## src/design/bpu_pkg.sv

```systemverilog
package bpu_pkg;

  // -------------------------------------------------------------------------
  // Widths and table sizes
  // -------------------------------------------------------------------------

  // Address width of the core
  localparam int unsigned XLEN = 32;

  // Byte offset bits, always zero for 32-bit instructions
  localparam int unsigned OFFSET = 2;

  // BTB index width, 16 rows
  localparam int unsigned BTB_BITS = 4;
  localparam int unsigned BTB_ROWS = 1 << BTB_BITS;

  // Counter table index width, 64 counters
  localparam int unsigned BHT_BITS = 6;
  localparam int unsigned BHT_ROWS = 1 << BHT_BITS;

  // Tag is what is left above index and offset
  localparam int unsigned TAG_W = XLEN - BTB_BITS - OFFSET;

  // Stored targets are word addresses
  localparam int unsigned TGT_W = XLEN - OFFSET;

  // -------------------------------------------------------------------------
  // Reset values
  // -------------------------------------------------------------------------

  // First fetch address after reset
  localparam logic [XLEN-1:0] BOOT_PC = 32'h0000_1000;

  // Weakly not taken
  localparam logic [1:0] CNT_RESET = 2'b01;

  // -------------------------------------------------------------------------
  // Shared structs
  // -------------------------------------------------------------------------

  // Branch outcome sent back from execute
  typedef struct packed {
    logic [XLEN-1:0] pc;
    logic [XLEN-1:0] target;
    logic            taken;
    logic            mispredict;
  } resolution_t;

  // Address and prediction handed to instruction fetch
  typedef struct packed {
    logic [XLEN-1:0]  pc;
    logic             pred_taken;
    logic [TGT_W-1:0] pred_target;
    logic             rsvd;
  } fetch_req_t;

endpackage

```

## src/design/bht.sv

```systemverilog
module bht (
  input  logic                     clk_i,
  input  logic                     rst_n_i,
  input  logic                     flush_i,
  input  logic                     res_valid_i,
  input  bpu_pkg::resolution_t     res_i,
  input  logic [bpu_pkg::XLEN-1:0] pc_i,
  output logic                     taken_o
);

  import bpu_pkg::*;

  // Two-bit counters, upper bit is the taken bias
  logic [BHT_ROWS-1:0][1:0] cnt_q;

  // Counter addressed by the resolution and its next value
  logic [BHT_BITS-1:0] wr_idx;
  logic [1:0]          wr_cnt;
  logic [1:0]          nxt_cnt;

  // Counter addressed by the fetch PC
  logic [BHT_BITS-1:0] rd_idx;

  // -------------------------------------------------------------------------
  // Training
  // -------------------------------------------------------------------------

  assign wr_idx = res_i.pc[BHT_BITS+OFFSET-1:OFFSET];
  assign wr_cnt = cnt_q[wr_idx];

  // Saturating step toward the actual outcome
  always_comb begin
    nxt_cnt = wr_cnt;
    if (res_i.taken) begin
      if (wr_cnt != 2'b11) begin
        nxt_cnt = wr_cnt + 2'd1;
      end
    end else begin
      if (wr_cnt != 2'b00) begin
        nxt_cnt = wr_cnt - 2'd1;
      end
    end
  end

  // Reset and flush both return every counter to weakly not taken
  always_ff @(posedge clk_i or negedge rst_n_i) begin
    if (!rst_n_i) begin
      cnt_q <= {BHT_ROWS{CNT_RESET}};
    end else if (flush_i) begin
      cnt_q <= {BHT_ROWS{CNT_RESET}};
    end else if (res_valid_i) begin
      cnt_q[wr_idx] <= nxt_cnt;
    end
  end

  // -------------------------------------------------------------------------
  // Lookup
  // -------------------------------------------------------------------------

  // Indexed by address alone, no history
  assign rd_idx  = pc_i[BHT_BITS+OFFSET-1:OFFSET];

  // States 10 and 11 predict taken
  assign taken_o = cnt_q[rd_idx][1];

endmodule

```

## src/design/bpu_top.sv

```systemverilog
module bpu_top (
  input  logic                 clk_i,
  input  logic                 rst_n_i,
  input  logic                 flush_i,
  input  logic                 stall_i,
  input  logic                 res_valid_i,
  input  bpu_pkg::resolution_t res_i,
  output logic                 fetch_valid_o,
  output bpu_pkg::fetch_req_t  fetch_o
);

  import bpu_pkg::*;

  // Fetch address shared by both tables
  logic [XLEN-1:0] pc;

  // Lookup results
  logic             btb_hit;
  logic [TGT_W-1:0] btb_target;
  logic             bht_taken;

  // PC stage toward the fetch register
  fetch_req_t pred;
  logic       redirect;

  // -------------------------------------------------------------------------
  // PC generation
  // -------------------------------------------------------------------------

  pc_gen u_pc_gen (
    .clk_i       (clk_i),
    .rst_n_i     (rst_n_i),
    .stall_i     (stall_i),
    .res_valid_i (res_valid_i),
    .res_i       (res_i),
    .btb_hit_i   (btb_hit),
    .btb_target_i(btb_target),
    .bht_taken_i (bht_taken),
    .pc_o        (pc),
    .pred_o      (pred),
    .redirect_o  (redirect)
  );

  // -------------------------------------------------------------------------
  // Prediction tables, trained straight from execute
  // -------------------------------------------------------------------------

  btb u_btb (
    .clk_i      (clk_i),
    .rst_n_i    (rst_n_i),
    .flush_i    (flush_i),
    .res_valid_i(res_valid_i),
    .res_i      (res_i),
    .pc_i       (pc),
    .hit_o      (btb_hit),
    .target_o   (btb_target)
  );

  bht u_bht (
    .clk_i      (clk_i),
    .rst_n_i    (rst_n_i),
    .flush_i    (flush_i),
    .res_valid_i(res_valid_i),
    .res_i      (res_i),
    .pc_i       (pc),
    .taken_o    (bht_taken)
  );

  // -------------------------------------------------------------------------
  // Output register
  // -------------------------------------------------------------------------

  fetch_stage u_fetch_stage (
    .clk_i        (clk_i),
    .rst_n_i      (rst_n_i),
    .stall_i      (stall_i),
    .redirect_i   (redirect),
    .pred_i       (pred),
    .fetch_valid_o(fetch_valid_o),
    .fetch_o      (fetch_o)
  );

endmodule

```

## src/design/btb.sv

```systemverilog
module btb (
  input  logic                      clk_i,
  input  logic                      rst_n_i,
  input  logic                      flush_i,
  input  logic                      res_valid_i,
  input  bpu_pkg::resolution_t      res_i,
  input  logic [bpu_pkg::XLEN-1:0]  pc_i,
  output logic                      hit_o,
  output logic [bpu_pkg::TGT_W-1:0] target_o
);

  import bpu_pkg::*;

  // One row of payload, the valid bit lives apart
  typedef struct packed {
    logic [TAG_W-1:0] tag;
    logic [TGT_W-1:0] target;
  } btb_entry_t;

  // Per-row valid bits
  logic [BTB_ROWS-1:0] valid_q;

  // Tag and target storage
  btb_entry_t entry_q [BTB_ROWS];

  // Write side
  logic [BTB_BITS-1:0] wr_idx;
  btb_entry_t          wr_entry;

  // Read side
  logic [BTB_BITS-1:0] rd_idx;
  logic [TAG_W-1:0]    rd_tag;
  btb_entry_t          rd_entry;

  // -------------------------------------------------------------------------
  // Update from resolutions
  // -------------------------------------------------------------------------

  // Row and tag come from the resolved branch address
  assign wr_idx         = res_i.pc[BTB_BITS+OFFSET-1:OFFSET];
  assign wr_entry.tag    = res_i.pc[XLEN-1:BTB_BITS+OFFSET];
  assign wr_entry.target = res_i.target[XLEN-1:OFFSET];

  // Taken sets the row valid, not taken drops it
  // Flush wins over a resolution in the same cycle
  always_ff @(posedge clk_i or negedge rst_n_i) begin
    if (!rst_n_i) begin
      valid_q <= '0;
    end else if (flush_i) begin
      valid_q <= '0;
    end else if (res_valid_i) begin
      valid_q[wr_idx] <= res_i.taken;
    end
  end

  // Payload only matters for taken branches
  always_ff @(posedge clk_i) begin
    if (res_valid_i && res_i.taken) begin
      entry_q[wr_idx] <= wr_entry;
    end
  end

  // -------------------------------------------------------------------------
  // Lookup
  // -------------------------------------------------------------------------

  assign rd_idx   = pc_i[BTB_BITS+OFFSET-1:OFFSET];
  assign rd_tag   = pc_i[XLEN-1:BTB_BITS+OFFSET];
  assign rd_entry = entry_q[rd_idx];

  // Hit needs a live row and a matching tag
  assign hit_o    = valid_q[rd_idx] && (rd_entry.tag == rd_tag);

  // Target is passed on even on a miss, pc_gen qualifies it
  assign target_o = rd_entry.target;

endmodule

```

## src/design/fetch_stage.sv

```systemverilog
module fetch_stage (
  input  logic                clk_i,
  input  logic                rst_n_i,
  input  logic                stall_i,
  input  logic                redirect_i,
  input  bpu_pkg::fetch_req_t pred_i,
  output logic                fetch_valid_o,
  output bpu_pkg::fetch_req_t fetch_o
);

  // New request is taken only when nothing kills or holds it
  logic load;

  // -------------------------------------------------------------------------
  // Valid flag
  // -------------------------------------------------------------------------

  assign load = !redirect_i && !stall_i;

  // Redirect drops the wrong-path request
  // Stall keeps whatever is there, valid or not
  always_ff @(posedge clk_i or negedge rst_n_i) begin
    if (!rst_n_i) begin
      fetch_valid_o <= 1'b0;
    end else if (redirect_i) begin
      fetch_valid_o <= 1'b0;
    end else if (!stall_i) begin
      fetch_valid_o <= 1'b1;
    end
  end

  // -------------------------------------------------------------------------
  // Request register
  // -------------------------------------------------------------------------

  // Address and prediction move together
  // Contents are stale while valid is low
  always_ff @(posedge clk_i) begin
    if (load) begin
      fetch_o <= pred_i;
    end
  end

endmodule

```

## src/design/pc_gen.sv

```systemverilog
module pc_gen (
  input  logic                      clk_i,
  input  logic                      rst_n_i,
  input  logic                      stall_i,
  input  logic                      res_valid_i,
  input  bpu_pkg::resolution_t      res_i,
  input  logic                      btb_hit_i,
  input  logic [bpu_pkg::TGT_W-1:0] btb_target_i,
  input  logic                      bht_taken_i,
  output logic [bpu_pkg::XLEN-1:0]  pc_o,
  output bpu_pkg::fetch_req_t       pred_o,
  output logic                      redirect_o
);

  import bpu_pkg::*;

  // Current fetch address and its successor
  logic [XLEN-1:0] pc_q;
  logic [XLEN-1:0] pc_d;

  // Candidate next addresses
  logic [XLEN-1:0] seq_pc;
  logic [XLEN-1:0] fix_pc;
  logic [XLEN-1:0] pred_pc;

  // Control decisions for this cycle
  logic redirect;
  logic pred_taken;

  // -------------------------------------------------------------------------
  // Redirect from execute
  // -------------------------------------------------------------------------

  // Only a wrong prediction forces a redirect
  assign redirect = res_valid_i & res_i.mispredict;

  // Correct path is the real target or the fall-through of the branch
  assign fix_pc = res_i.taken ? res_i.target : res_i.pc + 32'd4;

  // -------------------------------------------------------------------------
  // Prediction
  // -------------------------------------------------------------------------

  // Taken only with a BTB hit and a taken bias
  assign pred_taken = btb_hit_i & bht_taken_i;

  // Word target back to a byte address
  assign pred_pc = {btb_target_i, {OFFSET{1'b0}}};

  assign seq_pc = pc_q + 32'd4;

  // -------------------------------------------------------------------------
  // Next address
  // -------------------------------------------------------------------------

  // Redirect beats stall, stall beats prediction
  always_comb begin
    if (redirect) begin
      pc_d = fix_pc;
    end else if (stall_i) begin
      pc_d = pc_q;
    end else if (pred_taken) begin
      pc_d = pred_pc;
    end else begin
      pc_d = seq_pc;
    end
  end

  always_ff @(posedge clk_i or negedge rst_n_i) begin
    if (!rst_n_i) begin
      pc_q <= BOOT_PC;
    end else begin
      pc_q <= pc_d;
    end
  end

  // Request toward the fetch register
  // Target reads as zero when the prediction is not taken
  always_comb begin
    pred_o             = '0;
    pred_o.pc          = pc_q;
    pred_o.pred_taken  = pred_taken;
    pred_o.pred_target = pred_taken ? btb_target_i : '0;
  end

  // Both tables look up the current address
  assign pc_o       = pc_q;
  assign redirect_o = redirect;

endmodule

```

## config.mk

```make
export PLATFORM = sky130hd
export DESIGN_NAME = bpu_top
export DESIGN_NICKNAME = d
export VERILOG_FILES = /design/src/design/bpu_pkg.sv /design/src/design/bht.sv /design/src/design/bpu_top.sv /design/src/design/btb.sv /design/src/design/fetch_stage.sv /design/src/design/pc_gen.sv
export SDC_FILE = /design/constraint.sdc
export NUM_CORES = 1
export LEC_CHECK = 0
export ABC_AREA = 0
export BUFFER_PORTS_ARGS = -buffer_cell sky130_fd_sc_hd__buf_2
export CORE_AREA = 2 2 375 284
export DETAILED_ROUTE_END_ITERATION = 8
export DIE_AREA = 0 0 377 286
export HOLD_SLACK_MARGIN = 0.06
export SLEW_MARGIN = 20
export SYNTH_ARGS = -nofsm -noshare
export SYNTH_HDL_FRONTEND = slang
export SYNTH_HIERARCHICAL = 1
export SYNTH_SLANG_ARGS = --single-unit
```

## constraint.sdc

```tcl
create_clock -name clk_i -period 11.1 [get_ports clk_i]
set_clock_uncertainty 0.1 [all_clocks]
set_input_delay 1.11 -clock clk_i [delete_from_list [all_inputs] [get_ports clk_i]]
set_output_delay 1.11 -clock clk_i [all_outputs]
set_load 0.02 [all_outputs]
```

# Word level (Yosys, flattened, before mapping)
# Memory sizes are Yosys's and may differ from the RTL's.
# Cells that the tools add are included.
[word_totals]
mem_count = 1
mem_bits_ro = 0
latchBits = 0
wordCells = 122
in_bits = 71
regBits = 240
ramBits = 896
[classes]
shifts = 0
eq_ne = 3
mux = 27
addsub = 4
order_cmp = 6
n_reduce_logical = 9
multipliers = 0
bitwise = 2
div_mod_pow = 0
[memory_table]
columns = ["memory", "words", "word_bits", "rd", "rd_ports_with_merged_regs", "wr", "line", "source"]
rows = [
  ["u_btb.entry_q", 16, 56, 1, 0, 1, "btb.sv:24", "btb_entry_t entry_q [BTB_ROWS];"],
]
[op_table]
columns = ["cell", "n"]
rows = [
  ["128-bit 2-to-1 mux", 2],
  ["128-bit bitwise mux", 1],
  ["32-bit 2-to-1 mux", 4],
  ["32-bit by 3-bit adder with 32-bit output (second input constant)", 2],
  ["16-bit 2-to-1 mux", 2],
  ["26-bit equality test", 1],
  ["2-bit binary-select mux with 6-bit select", 2],
  ["16-bit bitwise mux", 1],
  ["6-bit by 7-bit < comparator with 1-bit output (second input constant)", 2],
  ["2-bit demux with 6-bit select", 1],
  ["2-bit 2-to-1 mux", 6],
  ["4-bit by 5-bit < comparator with 1-bit output (second input constant)", 2],
  ["6-bit by 1-bit greater-or-equal comparator with 1-bit output (second input constant)", 1],
  ["1-bit 2-to-1 mux", 6],
  ["1-bit logical AND", 5],
  ["1-bit binary-select mux with 4-bit select", 1],
  ["1-bit demux with 4-bit select", 1],
  ["4-bit by 1-bit greater-or-equal comparator with 1-bit output (second input constant)", 1],
  ["2-bit nonzero test", 2],
  ["2-bit by 1-bit adder with 2-bit output (second input constant)", 1],
  ["1-bit AND", 2],
  ["1-bit logical NOT", 2],
  ["2-bit by 1-bit inequality test with 1-bit output (second input constant)", 1],
  ["2-bit inequality test (second input constant)", 1],
  ["2-bit by 1-bit subtractor with 2-bit output (second input constant)", 1],
]

# Longest topological paths before layout
[logic_depth]
depth_word = 8
depth_mapped = 20
mapped_depth_nobuf = 15

# By module
# Netlist, hierarchy kept.
[modules_own_cells]
columns = ["mod", "instances", "area_per_inst_um2", "seq_area_each_um2", "cells_each"]
rows = [
  ["btb", 1, 35609.2, 27306.2, 1581],
  ["bht", 1, 7298.2, 3283.1, 695],
  ["pc_gen", 1, 3692.3, 802.0, 510],
  ["fetch_stage", 1, 1963.1, 1946.9, 68],
]

# Worst setup path before layout
# No wires, ideal clock.
[synth_timing]
kind = "input -> register"
start = "input port res_i[36] (netlist bit)"
end = "memory u_btb/entry_q[2][0] (netlist bit) (enable)"
arrival_time_ns = 6.954
t_required_ns = 10.382
setup_ns = 0.618
path_stages = 3
slack_ns = 3.428
cell_sequence = "clkbuf_1 nand2b_1 nor4_1"
[synth_lines]
columns = ["element", "line", "source"]
rows = [
  ["start, declared", "bpu_top.sv:7", "input bpu_pkg::resolution_t res_i,"],
  ["end, declared", "btb.sv:24", ""],
]
# No word-level cell before the write port.

==> summary by stage <==
Run status
The run finished with clean final reports.

Global route
The via count of the first global-routing pass was around 28000. The remaining global-route overflow is 0. Global routing used 25.47% of the available tracks. The largest net degree at the start of global routing is about 120. The first-pass GRT wire length is between 150000 and 200000 um. The number of antenna violations at the first check in global routing is 17.

Power
The power per unit of standard cell area is approximately 180 nW/um^2. For this design the total switching power over the nets is 2623 uW. In this run, flip-flops and latches consume roughly half of the power.

Per report_power, the combinational group accounts for between 10% and 20% of the total. The leakage power figure is 0.01793 uW. The maximum ir drop on the vdd rail is between 150 and 200 uV.

The proportion of total power due to net switching is a little over a quarter. In this run, the clock network consumes between 30% and 40% of the power. Cell internal power was estimated by the tool at ~7300 uW.

Worst setup path
The category of the critical setup timing path is flip-flop to flip-flop. The most frequent cell on the critical path is sky130_fd_sc_hd__nand2_1. The slowest library cell on the worst path is sky130_fd_sc_hd__dfrtp_4. The setup slack on the worst flop-to-flop path is between 4 and 5 ns. The cell family contributing the most delay on the critical path is simple AND/OR/NAND/NOR gates. STA classifies the critical path endpoint as a flip-flop.

The launching element type of the critical path is a flip-flop. Walking the worst path, the cells encountered are buf_12, mux4_1, nand2_1, nand2_1, xor2_1, nor4_1, o221ai_1, or3_1, nor4_4, buf_4, nand2_1, clkinv_1, nor2_1, and4b_1, a211oi_1, a22oi_1. Of all nets on the critical path, the largest fanout is 107. The arrival time at the worst endpoint is a little under 7 ns.

The sum of buffers and inverters on the critical path is 3. The required time of the critical path is approximately 12 ns. The largest stage delay on the critical path is between 0.9 and 1 ns.

Logic synthesis
Dividing the synthesized area by the synthesized cell count gives about 17 um^2. The count of synthesis-stage warnings from yosys is 6. Counting flops with a built-in enable in the synthesized netlist gives 960. Counting flops with an async set or reset pin after synthesis yields a share of 15.57%. Summing every instance area after synthesis gives 48560 um^2. The number of unique standard cell types used by synthesis is between 90 and 100. Sequential cells were found to cover between 60% and 70% of the synthesized design area.

The post-synth net total is 2927. After synthesis the netlist holds a flip-flop and latch count of about 1100. The top flip-flop cell by instance count after synthesis is sky130_fd_sc_hd__edfxtp_1.

The synthesized instance count is 2854.

STA
Setup repair after global routing left no endpoint under its margin. Setup violations remaining at the end of the flow were counted as 0. The worst pin sits at a relative slew slack of between 10% and 20%. The count of pins over their slew limit is 0. Of the available clock period, the critical path in the final layout requires around three fifths. The worst path in the final design needs a cycle of roughly 6.4 ns, including I/O delays and setup. For the pin with the worst max-slew slack, the measured transition is between 1 and 1.5 ns.

Summed over all failing endpoints, the final setup total negative slack is 0 ns. The maximum clock rate is 0.1552 GHz. The hold violation total from the final report came to 0.

Flow run
The total of max-cap violations is 0.

Floorplanning
In this run the horizontal extent of the chip is 377 um. The area enclosed by the die boundary is approximately 110000 um^2. The core box area is about 100000 um^2. about 140 I/O pins were placed. The effective utilization at floorplan is 46.52%. After floorplanning, the core was divided into approximately 100 placement rows. Measured along the y axis, the die boundary spans 286 um.

Placement
The count of input and output buffers is between 100 and 150. The final RePlAce weighted congestion is ~0.90. Summing all placed instances gives a cell area of just over 50000 um^2. The detailed-placement wirelength estimate is a little over 80000 um.

Route
Once detail routing completed, the nets flagged for antenna violations numbered 0. The number of DRC violations after detailed routing is 0. The aggregate routed wire length is about 140000 um. The number of vias in the routed layout is between 20000 and 30000. After detailed routing, the average wire length per cell comes to around 31 um. The routed via count divided by cell count is 6.474.

After the first detailed-routing iteration, the DRC count stood at roughly 4100. The number of optimization iterations in the first detailed-route pass is 6.

Cells and area
The synthesis-to-finish area growth is 11.01%. The cell area after layout is approximately 54000 um^2. Leaving out fill and tap cells, the most frequent cell in the layout is sky130_fd_sc_hd__edfxtp_1. The final net count is 3031. Cells with a size suffix above 1 make up 24.52% of the layout.

The top cell types in the final layout, fill and taps aside, are sky130_fd_sc_hd__edfxtp_1 (960), sky130_fd_sc_hd__mux4_2 (253), sky130_fd_sc_hd__o21ai_0 (163). The fill cell instance count of the final layout is approximately 8400.

Clock network
The root buffer cell is sky130_fd_sc_hd__clkbuf_16. TritonCTS built the clock tree. The number of sinks handled by clock tree synthesis is 1137.

Counting along the longest clock path gives a buffer depth of 3. The quantity of hold-fixing buffers added after cts is 0. The later-pin clock latency in the skew report is about 0.74 ns.

The number of clock buffers added by TritonCTS is 109. Clock-pin slew was measured on the worst setup and hold paths at roughly 0.06 ns. The H-tree generated during clock tree synthesis spans 3 levels. After clock tree synthesis, the setup repair step added 0 buffers. Gates resized during post-CTS repair numbered 0.

Min path
In this run the worst hold path is classified as input port to async pin.
cell type report:
class,count,area (um^2),share of cell area [%]
repair buffers,199,1190,2.207
diodes,6,15.01,0.02785
clock inverters,69,680.7,1.263
flip-flops and latches,1137,33350,61.86
well taps,1365,1708,3.168
multi-input cells,1475,14000,25.97
clock buffers,134,2821,5.233
inverters,36,143.9,0.2669
per-layer routing:
metal  track usage, %  part of all wire [%]
met3            5.188                   9.3
met5                0                 0.029
met1            39.05                    43
met2            37.36                    45
met4            6.530                   2.4
synth_stat cells (11+ instances only):
cell type | count | area [um^2]
sky130_fd_sc_hd__nand3b_1 | 57 | 427.9
sky130_fd_sc_hd__o22ai_1 | 15 | 93.84
sky130_fd_sc_hd__nand4_1 | 19 | 118.9
sky130_fd_sc_hd__inv_1 | 33 | 123.9
sky130_fd_sc_hd__nand2_1 | 155 | 581.8
sky130_fd_sc_hd__o31ai_1 | 56 | 420.4
sky130_fd_sc_hd__mux4_1 | 22 | 578.1
sky130_fd_sc_hd__edfxtp_1 | 960 | 28830
sky130_fd_sc_hd__clkbuf_1 | 78 | 292.8
sky130_fd_sc_hd__dfstp_2 | 65 | 1708
sky130_fd_sc_hd__o41ai_1 | 14 | 122.6
sky130_fd_sc_hd__and2_1 | 14 | 87.58
sky130_fd_sc_hd__and3_1 | 46 | 287.8
sky130_fd_sc_hd__a221oi_1 | 11 | 96.34
sky130_fd_sc_hd__buf_4 | 42 | 315.3
sky130_fd_sc_hd__a21oi_1 | 78 | 390.4
sky130_fd_sc_hd__buf_1 | 12 | 45.04
sky130_fd_sc_hd__mux2i_1 | 105 | 1051
sky130_fd_sc_hd__a31oi_1 | 16 | 100.1
sky130_fd_sc_hd__or3b_2 | 14 | 122.6
sky130_fd_sc_hd__a22oi_1 | 14 | 105.1
sky130_fd_sc_hd__nor2_1 | 108 | 405.4
sky130_fd_sc_hd__nand3_1 | 48 | 240.2
sky130_fd_sc_hd__mux4_2 | 253 | 5698
sky130_fd_sc_hd__o221ai_1 | 17 | 148.9
sky130_fd_sc_hd__buf_6 | 18 | 202.7
sky130_fd_sc_hd__xor2_1 | 17 | 148.9
sky130_fd_sc_hd__o21ai_0 | 163 | 815.8
sky130_fd_sc_hd__nor3_1 | 36 | 180.2
sky130_fd_sc_hd__xnor2_1 | 37 | 324.1
sky130_fd_sc_hd__dfrtp_1 | 112 | 2803
sky130_fd_sc_hd__buf_2 | 51 | 255.2
cell families (layout without fill, tap and decap cells):
family	Yosys count	after routing	share of synthesized area [%]
flops	1137	1137	68.65
simple gates	567	567	6.186
compound gates	461	461	6.099
mux	390	390	15.32
buf+inv	242	438	2.713
xor+xnor	54	54	0.9739
fa+ha+maj	2	2	0.05152
other cells	1	7	0.007722
registers in the layout, summed over array words and instances, names as in the netlist:
name,cells
u_btb/entry_q,896
u_bht/cnt_q,128
u_fetch_stage/fetch_o,64
u_pc_gen/pc_o,32
u_btb/valid_q,16
u_fetch_stage/fetch_valid_o,1
worst paths after layout:
| path | start | to | cells past startpoint |
|---|---|---|---|
| max reg2reg | u_pc_gen/pc_o[3] | u_pc_gen/pc_o[18] | 16 |
| min | rst_n_i | u_bht/cnt_q[25] | 1 |
| max in group asynchronous | rst_n_i | u_bht/cnt_q[51] | 3 |
| min reg2reg | u_pc_gen/pc_o[0] | u_fetch_stage/fetch_o[32] | 0 |
| min in group clk_i | u_pc_gen/pc_o[0] | u_fetch_stage/fetch_o[32] | 0 |
| max | u_pc_gen/pc_o[3] | u_pc_gen/pc_o[18] | 16 |
through the flow:
stage          power (uW)  util (%)  std cells  setup WS [ns]  hold WS (ns)
2_1_floorplan        5824         -       2854          3.428        0.3768
3_3_place_gp         6298     48.28       4212          4.858        0.3624
3_5_place_dp         6309     48.28       4212          4.853        0.3627
4_1_cts              9934     51.63       4415          4.835        0.2490
5_1_grt             10180     51.64       4418          4.541        0.2722
6_report             9884     51.65       4421          4.658        0.2515
power groups by stage:
stage                     Combinational [uW]  Sequential [uW]  Clock, uW
final                                   1360             4870       3650
after CTS                               1350             4870       3710
after global routing                    1430             4880       3880
after detailed placement                1350             4960          0
after floorplan                          947             4880          0
after global placement                  1340             4960          0
(Power assumes the default switching activity.)
